--- src/fcf_pkg.sv ---
package fcf_pkg;

    //////////////////////////////
    // Frame format
    //////////////////////////////

    localparam int unsigned FRAME_BITS = 8;              // Bits per command frame

    // A valid frame is 110x_xxx1, MSB first on the line
    localparam logic [2:0] HEADER_PATTERN = 3'b110;      // Top three bits of a frame

    localparam logic [FRAME_BITS-1:0] IDLE_FRAME = 8'hC1; // Sent in place of a bad frame

    //////////////////////////////
    // Lock tracking
    //////////////////////////////

    localparam int unsigned LOCK_COUNT_BITS = 6;         // Saturating confidence counter

    typedef enum logic
    {
        SEARCH = 1'b0,                                   // No frame phase held
        TRACK  = 1'b1                                    // Frame phase held
    } lock_state_t;

endpackage

--- src/command_resync.sv ---
`timescale 1ns/100ps

module command_resync #(
    parameter int RESYNC_STAGES = 2
)
(
    input  logic fast_clock_in,
    input  logic arstn,
    input  logic command_in,
    output logic resync_command
);

    generate
        if (RESYNC_STAGES == 0)
        begin : g_direct
            assign resync_command = command_in;                  // No stages requested
        end
        else
        begin : g_chain
            logic [RESYNC_STAGES-1:0] chain;

            always_ff @(posedge fast_clock_in or negedge arstn)
            begin
                if (!arstn)
                begin
                    chain <= '0;
                end
                else
                begin
                    chain[0] <= command_in;                      // First stage samples the line
                    for (int i = 1; i < RESYNC_STAGES; i++)
                    begin
                        chain[i] <= chain[i-1];
                    end
                end
            end

            assign resync_command = chain[RESYNC_STAGES-1];      // Last stage
        end
    endgenerate

endmodule

--- src/frame_aligner.sv ---
`timescale 1ns/100ps

module frame_aligner
(
    input  logic                        fast_clock_in,
    input  logic                        arstn,
    input  logic                        resync_command,
    output logic [fcf_pkg::FRAME_BITS:0] frame_window,
    output logic                        frame_strobe,
    output logic                        header_ok,
    output logic                        locked
);

    localparam int PHASE_BITS = $clog2(fcf_pkg::FRAME_BITS);

    fcf_pkg::lock_state_t                lock_state;
    logic [PHASE_BITS-1:0]               bit_ctr;         // Free running frame phase
    logic [PHASE_BITS-1:0]               held_phase;      // Phase at which headers are expected
    logic [fcf_pkg::LOCK_COUNT_BITS-1:0] lock_count;
    logic                                at_phase;

    //////////////////////////////
    // Window and header match
    //////////////////////////////

    assign header_ok = (frame_window[fcf_pkg::FRAME_BITS -: 3] == fcf_pkg::HEADER_PATTERN)
                       && frame_window[1];                // Stop bit of a frame in [8:1]

    assign at_phase     = (bit_ctr == held_phase);
    assign locked       = (lock_state == fcf_pkg::TRACK);
    assign frame_strobe = locked && at_phase;

    always_ff @(posedge fast_clock_in or negedge arstn)
    begin
        if (!arstn)
        begin
            frame_window <= '0;
            bit_ctr      <= '0;
        end
        else
        begin
            frame_window <= {frame_window[fcf_pkg::FRAME_BITS-1:0], resync_command};
            if (bit_ctr == PHASE_BITS'(fcf_pkg::FRAME_BITS - 1))
                bit_ctr <= '0;                                 // Wrap at frame length
            else
                bit_ctr <= bit_ctr + 1'b1;
        end
    end

    //////////////////////////////
    // Lock FSM
    //////////////////////////////

    always_ff @(posedge fast_clock_in or negedge arstn)
    begin
        if (!arstn)
        begin
            lock_state <= fcf_pkg::SEARCH;
            held_phase <= '0;
            lock_count <= '0;
        end
        else
        begin
            case (lock_state)
                fcf_pkg::SEARCH:
                begin
                    if (header_ok)
                    begin
                        held_phase <= bit_ctr;                 // Take this phase as frame start
                        lock_count <= 1;
                        lock_state <= fcf_pkg::TRACK;
                    end
                end
                fcf_pkg::TRACK:
                begin
                    if (at_phase && header_ok)
                    begin
                        if (!(&lock_count))
                            lock_count <= lock_count + 1'b1;   // Saturate at max
                    end
                    else if (at_phase || header_ok)
                    begin
                        lock_count <= lock_count - 1'b1;       // Missing or misplaced header
                        if (lock_count == 1)
                            lock_state <= fcf_pkg::SEARCH;
                    end
                end
                default: lock_state <= fcf_pkg::SEARCH;
            endcase
        end
    end

endmodule

--- src/frame_repair.sv ---
`timescale 1ns/100ps

module frame_repair
(
    input  logic                         fast_clock_in,
    input  logic                         arstn,
    input  logic [fcf_pkg::FRAME_BITS:0] frame_window,
    input  logic                         frame_strobe,
    input  logic                         header_ok,
    input  logic                         enable_cleaning,
    output logic                         command_bit
);

    logic [fcf_pkg::FRAME_BITS-1:0] serializer;
    logic [fcf_pkg::FRAME_BITS-1:0] load_value;
    logic                           inner_header;
    logic                           frame_bad;

    //////////////////////////////
    // Frame check
    //////////////////////////////

    // A header pattern shifted by one or two bits inside the frame marks a slipped stream
    assign inner_header = (frame_window[5:3] == fcf_pkg::HEADER_PATTERN)
                          || (frame_window[4:2] == fcf_pkg::HEADER_PATTERN);

    assign frame_bad  = !header_ok || inner_header;

    assign load_value = (enable_cleaning && frame_bad) ? fcf_pkg::IDLE_FRAME
                                                       : frame_window[fcf_pkg::FRAME_BITS:1];

    //////////////////////////////
    // Serializer
    //////////////////////////////

    always_ff @(posedge fast_clock_in or negedge arstn)
    begin
        if (!arstn)
        begin
            serializer <= '0;
        end
        else if (frame_strobe)
        begin
            serializer <= load_value;                                      // New frame at held phase
        end
        else
        begin
            serializer <= {serializer[fcf_pkg::FRAME_BITS-2:0], 1'b0};     // MSB first, zero fill
        end
    end

    assign command_bit = serializer[fcf_pkg::FRAME_BITS-1];

endmodule

--- src/lane_driver.sv ---
`timescale 1ns/100ps

module lane_driver #(
    parameter int                   NUM_LANES   = 4,
    parameter logic [NUM_LANES-1:0] LANE_INVERT = '0
)
(
    input  logic                 fast_clock_in,
    input  logic                 arstn,
    input  logic                 command_bit,
    output logic [NUM_LANES-1:0] lane_p,
    output logic [NUM_LANES-1:0] lane_n
);

    logic [NUM_LANES-1:0] lane_q;                   // One output flop per lane

    //////////////////////////////
    // Output flops
    //////////////////////////////

    always_ff @(posedge fast_clock_in or negedge arstn)
    begin
        if (!arstn)
        begin
            lane_q <= '0;
        end
        else
        begin
            lane_q <= {NUM_LANES{command_bit}} ^ LANE_INVERT;   // Board polarity swap per lane
        end
    end

    // Differential pair, N leg is always the complement of P
    assign lane_p = lane_q;
    assign lane_n = ~lane_q;

endmodule

--- src/fast_control_fanout.sv ---
`timescale 1ns/100ps

module fast_control_fanout #(
    parameter int                   RESYNC_STAGES = 2,
    parameter int                   NUM_LANES     = 4,
    parameter logic [NUM_LANES-1:0] LANE_INVERT   = '0
)
(
    input  logic                 fast_clock_in,
    input  logic                 arstn,
    input  logic                 fast_command_in,
    input  logic                 enable_cleaning,
    output logic                 locked,
    output logic                 fast_command_out,       // Repaired serial stream
    output logic [NUM_LANES-1:0] lane_p,
    output logic [NUM_LANES-1:0] lane_n
);

    logic                         resync_command;
    logic [fcf_pkg::FRAME_BITS:0] frame_window;
    logic                         frame_strobe;
    logic                         header_ok;

    //////////////////////////////
    // Command path
    //////////////////////////////

    command_resync #(
        .RESYNC_STAGES (RESYNC_STAGES)
    ) command_resync_i (
        .fast_clock_in  (fast_clock_in),
        .arstn          (arstn),
        .command_in     (fast_command_in),
        .resync_command (resync_command)
    );

    frame_aligner frame_aligner_i (
        .fast_clock_in  (fast_clock_in),
        .arstn          (arstn),
        .resync_command (resync_command),
        .frame_window   (frame_window),
        .frame_strobe   (frame_strobe),
        .header_ok      (header_ok),
        .locked         (locked)
    );

    frame_repair frame_repair_i (
        .fast_clock_in   (fast_clock_in),
        .arstn           (arstn),
        .frame_window    (frame_window),
        .frame_strobe    (frame_strobe),
        .header_ok       (header_ok),
        .enable_cleaning (enable_cleaning),
        .command_bit     (fast_command_out)
    );

    lane_driver #(
        .NUM_LANES   (NUM_LANES),
        .LANE_INVERT (LANE_INVERT)
    ) lane_driver_i (
        .fast_clock_in (fast_clock_in),
        .arstn         (arstn),
        .command_bit   (fast_command_out),
        .lane_p        (lane_p),
        .lane_n        (lane_n)
    );

endmodule

--- config.mk ---
export PLATFORM = sky130hd
export DESIGN_NAME = fast_control_fanout
export DESIGN_NICKNAME = d
export VERILOG_FILES = /design/src/fcf_pkg.sv /design/src/command_resync.sv /design/src/frame_aligner.sv /design/src/frame_repair.sv /design/src/lane_driver.sv /design/src/fast_control_fanout.sv
export SDC_FILE = /design/constraint.sdc
export NUM_CORES = 1
export LEC_CHECK = 0
export BUFFER_PORTS_ARGS = -buffer_cell sky130_fd_sc_hd__buf_2
export CORE_ASPECT_RATIO = 0.75
export CORE_MARGIN = 2
export CORE_UTILIZATION = 45
export DETAILED_ROUTE_END_ITERATION = 12
export SETUP_SLACK_MARGIN = 0.2
export SLEW_MARGIN = 0
export SYNTH_ARGS = -nofsm -noshare
export SYNTH_HDL_FRONTEND = slang
export SYNTH_SLANG_ARGS = --single-unit
--- constraint.sdc ---
create_clock -name fast_clock_in -period 2.1 [get_ports fast_clock_in]
set_input_delay 0.105 -clock fast_clock_in [delete_from_list [all_inputs] [get_ports fast_clock_in]]
set_output_delay 0.105 -clock fast_clock_in [all_outputs]
set_load 0.01 [all_outputs]
==> impl_metrics.ini, run 1 <==
[drt]
first_iter_violations = 61
route.detailed.drc = 0
post_drt_wl_per_cell_um = 13.2
via_per_inst = 5.41
wirelength_um = 2450
drtAntennaViolNets = 0
vias = 1001
dr.pass1.iters = 4

[final_layout]
drive_above_1_share_pct = 23.4
num_antenna_cells = 0
syn_to_final_growth_pct = 13.8
layout.cells.non_filler = 185
fin_area_um2 = 1720
nets = 153

[sta]
rsz0062_at_grt = false
slew_headroom_pct = 54.0
setup_viol = 0
setup_tns_ns = 0
fmax_mhz = 573
fin_crit_sh_pct = 83.1
fin_crit_ns = 1.75
skew_ns = 0.00595
final_hold_viol_count = 0
worst_pin_slew_ns = 0.691
hold_slack_ns = 0.127
slew_violations = 0

[die]
pin_count = 14
rows = 18
die_w_um = 71.0
die_area_um2 = 3850
coreArea_um2 = 3270
start_util_pct = 46.4
fp.dieH_um = 54.3

[synthesis]
synth-seq-cells = 33
synth_most_common_cell = dfrtp_1
synth-edff-count = 0
synthAdderAreaFrac_pct = 4.13
synthTopCellsByArea = dfrtp_1 (55%), ha_1 (4.1%), mux2i_1 (4.0%)
syn_area_per_cell_um2 = 11.7
yosys.area_share.simple_pct = 13.3
synth_top_area_cell = dfrtp_1
synth_common_cells = dfrtp_1 (33), nand2_1 (10), nor2_1 (8)
yosysWarnings = 0
synth_top_family_by_area = simple AND/OR/NAND/NOR gates
ys_seq_area_share_pct = 54.5
synthCells = 129
ys.flop_type = dfrtp_1
synth.cell_area_um2 = 1520
synth_xor_xnor_area_share_pct = 4.38
synth_compound_area_share_pct = 11.1
syn_nets = 138
muxShareOfSynthArea_pct = 7.18
synth_top_area_share_pct = 54.5
synthArstFlopShare_pct = 100
synth_cell_type_count = 37

[grt]
overflow = 0
grt_pass1_vias = 919
met2_usage_pct = 22.9
grt_antenna_before_repair = 0
grtUsageTotal_pct = 15.3
grt_max_degree = 34
met3_usage_pct = 4.42
grt_pass1_wl_um = 4190
grt_busiest_layer = met2
grtUsageMet1_pct = 19.2

[placed_design]
dp_hpwl_um = 1770
dp.cells = 175
gp_congestion = 0.807
placed_area_um2 = 1590
port_buffers = 13

[worst_setup_path]
cpMaxStageDelayCell = and4b_1
critPathMaxStageDelay_ns = 0.41
required_ns = 2.27
critPathBufInv = 0
crit_chain = and4b_1 -> nand4_1 -> mux2_4 -> a32o_1
crit_arrival_ns = 1.92
start_kind = flip-flop
crit_fanout = 6
timing.rr.start = frame_aligner_i.frame_window[6]
crit_cells = 4
rrSetupSlack_ns = 0.35
path_delay_family = simple AND/OR/NAND/NOR gates
criticalPathCategory = flip-flop to flip-flop
rr_worst_depth = 4
end_kind = flip-flop
r2r_end = frame_aligner_i.lock_count[2]

[clock_network]
clock_latency_ns = 0.29
ctsLongestPathBuffers = 2
clkTransAtPathRegs_ns = 0.07
clock-root-buffer = clkbuf_8
cts.sinks = 33
cts_buffers = 5
cts_tree = done
htree_levels = 2
cts_setup_buffers = 0

[worst_hold_path]
min_to = frame_repair_i.serializer[0]
min_from = enable_cleaning
hold_class = input pin to flip-flop
hold_depth = 3

[pwr]
p_per_area_nw_per_um2 = 1190
ir_drop_mv = 0.549
leakagePower_nw = 0.815

[flow_run]
drv_cap = 0

[status]
status = completed
==> through the flow <==
stage          power [mW]  worst slack (ns)  utilization, %
6_report             2.06             0.354            52.8
5_1_grt              2.19             0.254            52.8
4_1_cts              2.07             0.311            52.4
3_5_place_dp         1.54             0.335            48.7
3_3_place_gp         1.53             0.367            48.7
2_1_floorplan        1.42             0.519               -
==> cells in the final DEF, fill, tap and decap left out, drive strengths merged, types with 2 or more instances in the layout <==
master       netlist  routed
nand2             10      10
ha                 5       5
mux2               4       4
buf                8      16
o211ai             2       2
nand4              3       3
dlygate4sd3        0       2
o21ai              7       7
dfrtp             33      33
inv                5       5
nor3               3       3
xnor2              4       4
and3               2       2
clkbuf             2       7
a22o               5       5
nand3              6       6
a21oi              3       3
mux2i              6       6
nor2               8       8
==> repair_timing <==
action                                 in CTS  in global routing
endpoints found under the hold margin      34                  0
hold buffers                                2                  0
setup endpoints to repair                   0                  1
gates resized for setup                     0                  2
==> power by group <==
group	switching, mW	total, mW	leakage [nW]	internal, mW
Sequential	0.132	0.905	0.400	0.773
Clock	0.229	0.525	0.0542	0.296
Combinational	0.334	0.629	0.361	0.295
Total	0.695	2.06	0.815	1.36
==> cells by family after synthesis <==
group                      after synthesis
muxes                                   10
and+or+nand+nor                         37
AOI/OAI and AO/OA                       24
buffers and inverters                   15
DFF                                     33
adders and majority gates                5
xor gates and xnor gates                 5
==> layout make-up <==
type	count	area (um2)
multi-input cells	81	621
flip-flops and latches	33	826
repair buffers	18	108
clock buffers	7	96.3
clock inverters	1	5.00
fillers	285	1540
well taps	40	50.0
inverters	5	18.8
==> sequential cells by signal, summed over array words and instances, names as in the netlist <==
signal / cells
frame_aligner_i.held_phase: 3
frame_aligner_i.frame_window: 9
frame_aligner_i.lock_count: 6
lane_driver_i.lane_p: 1
command_resync_i.g_chain.chain: 2
frame_aligner_i.locked: 1
frame_repair_i.serializer: 8
frame_aligner_i.bit_ctr: 3
==> worst min-delay path, delay by kind of cell <==
kind / cells / cell delay [ns]
buf+inv: 1 / 0.13
simple gates: 2 / 0.14
==> worst max path at each step <==
stage	from	end	slack, ns
after floorplan	frame_aligner_i.lock_count[0]	frame_aligner_i.lock_count[2]	0.52
after global placement	frame_aligner_i.frame_window[6]	frame_aligner_i.lock_count[2]	0.37
after detailed placement	frame_aligner_i.frame_window[6]	frame_aligner_i.lock_count[2]	0.34
after CTS	frame_aligner_i.frame_window[6]	frame_aligner_i.lock_count[2]	0.31
after global routing	frame_aligner_i.frame_window[6]	frame_aligner_i.lock_count[2]	0.25
final	frame_aligner_i.frame_window[6]	frame_aligner_i.lock_count[2]	0.35
==> metal layers <==
| layer | vias up | share of wire [%] |
|---|---|---|
| met5 | - | 0 |
| met4 | 0 | 3.2 |
| met3 | 8 | 5.4 |
| met2 | 28 | 43 |
| met1 | 484 | 48 |
| li1 | 481 | - |
(Power assumes the default switching activity.)
==> run 2, diff against run 1 <==
Settings changed: ABC_AREA set to 1, PLACE_DENSITY set to 0.65.
Clock period 2.1 ns to 1.55 ns, I/O delays scaled along.
==> impl_metrics.ini, run 2 <==
[status]
status = completed

[synthesis]
synth-edff-count = 0
synth-seq-cells = 33
synth_common_cells = nand2_1 (51), dfrtp_1 (33), inv_1 (16), nand3_1 (11), nor2_1 (8)
synthTopCellsByArea = dfrtp_1 (51%), nand2_1 (12%), ha_1 (3.8%)
synth_cell_type_count = 30
synth.cell_area_um2 = 1630
ys_seq_area_share_pct = 50.7
synth_top_area_share_pct = 50.7
yosysWarnings = 0
synth_most_common_cell = nand2_1
synthArstFlopShare_pct = 100
syn_area_per_cell_um2 = 9.42
synthCells = 173
syn_nets = 182
synth_top_area_cell = dfrtp_1
ys.flop_type = dfrtp_1

[clock_network]
cts_buffers = 5
cts_tree = done
clkTransAtPathRegs_ns = 0.07
ctsLongestPathBuffers = 2
clock_latency_ns = 0.28
cts.sinks = 33
htree_levels = 2
clock-root-buffer = clkbuf_8

[final_layout]
largest_reg_flops = 9
top_register = frame_aligner_i.frame_window
drive_above_1_share_pct = 35.9
largest_registers = frame_aligner_i.frame_window x9, frame_repair_i.serializer x8, frame_aligner_i.lock_count x6
nets = 214
layout.cells.non_filler = 246
layout_common_cells = nand2_1 (45), dfrtp_1 (32), buf_4 (16)
num_antenna_cells = 0
final_common_cell = nand2_1
fillCellCount = 292
syn_to_final_growth_pct = 24.7

[pwr]
combinationalPowerShare_pct = 42.0
p_per_area_nw_per_um2 = 1650
power_frac_clock_pct = 20.9
p_switching_mw = 1.27
p_sw_share_pct = 37.8
p_seq_share_pct = 37.1
leakagePower_nw = 1.04
ir_drop_mv = 0.734
power.internal_mw = 2.08

[die]
start_util_pct = 48.3
pin_count = 14
die_w_um = 73.5
fp.dieH_um = 56.1
coreArea_um2 = 3380
die_area_um2 = 4130
rows = 18

[sta]
slew_violations = 0
slew_headroom_pct = 52.8
fmax_mhz = 734
skew_ns = 0.00617
worst_pin_slew_ns = 0.709
rsz0062_at_grt = true
setup_viol = 0
setup_tns_ns = 0
fin_crit_sh_pct = 87.8
fin_crit_ns = 1.36
final_hold_viol_count = 0

[worst_setup_path]
crit_path_start = frame_aligner_i.lock_count[1]
required_ns = 1.72
criticalPathCategory = flip-flop to flip-flop
start_kind = flip-flop
timing.rr.start = frame_aligner_i.lock_count[1]
crit_arrival_ns = 1.53
crit_fanout = 5
end_kind = flip-flop

[drt]
post_drt_wl_per_cell_um = 12.5
drtAntennaViolNets = 0
via_per_inst = 5.07
vias = 1247
route.detailed.drc = 0
first_iter_violations = 88
wirelength_um = 3070
dr.pass1.iters = 4

[placed_design]
dp.cells = 219
port_buffers = 13
gp_congestion = 0.826
dp_hpwl_um = 1980

[grt]
grt_pass1_wl_um = 5590
overflow = 0
grt_max_degree = 34
grt_antenna_before_repair = 0
grtUsageTotal_pct = 17.7
grt_pass1_vias = 1221

[flow_run]
drv_cap = 0

[worst_hold_path]
hold_class = input pin to flip-flop
min_from = enable_cleaning
## run 2: changes by cell type after synthesis, sizes merged, moves of 2 or more
cell	previous run	this run
a22o	5	0
and3	2	0
inv	5	17
mux2	4	1
mux2i	6	0
nand2	10	55
nand3	6	14
nand4	3	5
nor2	8	11
nor3	3	1
o21ai	7	10
xor2	1	4
## run 2: final timing paths
path | to | slack, ns | cells past startpoint
hold reg to reg | frame_aligner_i.frame_window[0] | 0.35 | 0
hold / removal | frame_repair_i.serializer[0] | 0.21 | 4
setup / recovery | frame_aligner_i.lock_count[5] | 0.19 | 8
setup reg to reg | frame_aligner_i.lock_count[5] | 0.19 | 8
min in group asynchronous | command_resync_i.g_chain.chain[0] | 0.38 | 2
max in group asynchronous | frame_aligner_i.lock_count[2] | 0.67 | 2
## run 2: final cells by class
cell class	count	area (um2)	area share (%)
inverter	17	66.3	3.26
tap	40	50.0	2.46
sequential	33	827	40.7
timing repair buffer	34	239	11.8
multi-input combinational	114	749	36.9
clock inverter	1	5.00	0.246
clock buffer	7	96.3	4.74
## run 2: kinds of logic (layout without fill, tap and decap cells)
| logic type | count (synthesis) | count (layout) | synth area share (%) |
|---|---|---|---|
| AOI/OAI and AO/OA | 14 | 14 | 5.07 |
| xor gates and xnor gates | 7 | 7 | 4.22 |
| adders and majority gates | 5 | 5 | 3.84 |
| buffers and inverters | 27 | 59 | 8.44 |
| and+or+nand+nor | 86 | 87 | 27.1 |
| muxes | 1 | 1 | 0.691 |
| DFF | 33 | 33 | 50.7 |
## run 2: what timing repair did
action / 4_1_cts / 5_1_grt
cloned: 1 / 0
endpoints found under the hold margin: 34 / 0
pin swaps: 12 / 13
resized for setup: 7 / 20
hold buffers: 2 / 0
buffers inserted: 13 / 3
setup endpoints to repair: 11 / 14
## run 2: power groups by stage
stage / registers [mW] / logic, mW / clock network, mW
3_5_place_dp: 1.26 / 1.10 / 0
4_1_cts: 1.22 / 1.29 / 0.711
2_1_floorplan: 1.20 / 0.935 / 0
3_3_place_gp: 1.24 / 1.10 / 0
6_report: 1.24 / 1.41 / 0.701
5_1_grt: 1.28 / 1.58 / 0.763
## run 2: per-stage QoR
step                hold WS (ns)  util, %  instance area (um2)  power, mW  setup slack [ns]
global placement           0.164     50.2                 1700       2.34             0.129
global route               0.232     60.2                 2030       3.62            0.0818
CTS                        0.239     57.4                 1940       3.22             0.175
detailed placement         0.171     50.2                 1700       2.36            0.0983
floorplan                 -0.218        -                 1630       2.13             0.210
finish                     0.207     60.2                 2030       3.35             0.188
## run 2: routing by layer
metal  global-route usage (%)  part of all wire [%]  vias to the layer above
met5                        0                     0                        -
met4                     6.75                   1.9                        0
met3                     5.98                   5.0                        9
met2                     25.1                    45                       28
met1                     24.9                    48                      598
li1                         -                     -                      612
## run 2: worst max-delay path, stage by stage, from the launching register on
cell	delay, ns
dfrtp_1	0.37
ha_2	0.23
nand3_4	0.09
nor3_4	0.17
nand3_4	0.11
nand2_4	0.12
inv_4	0.06
nand3_2	0.05
nand2_1	0.05
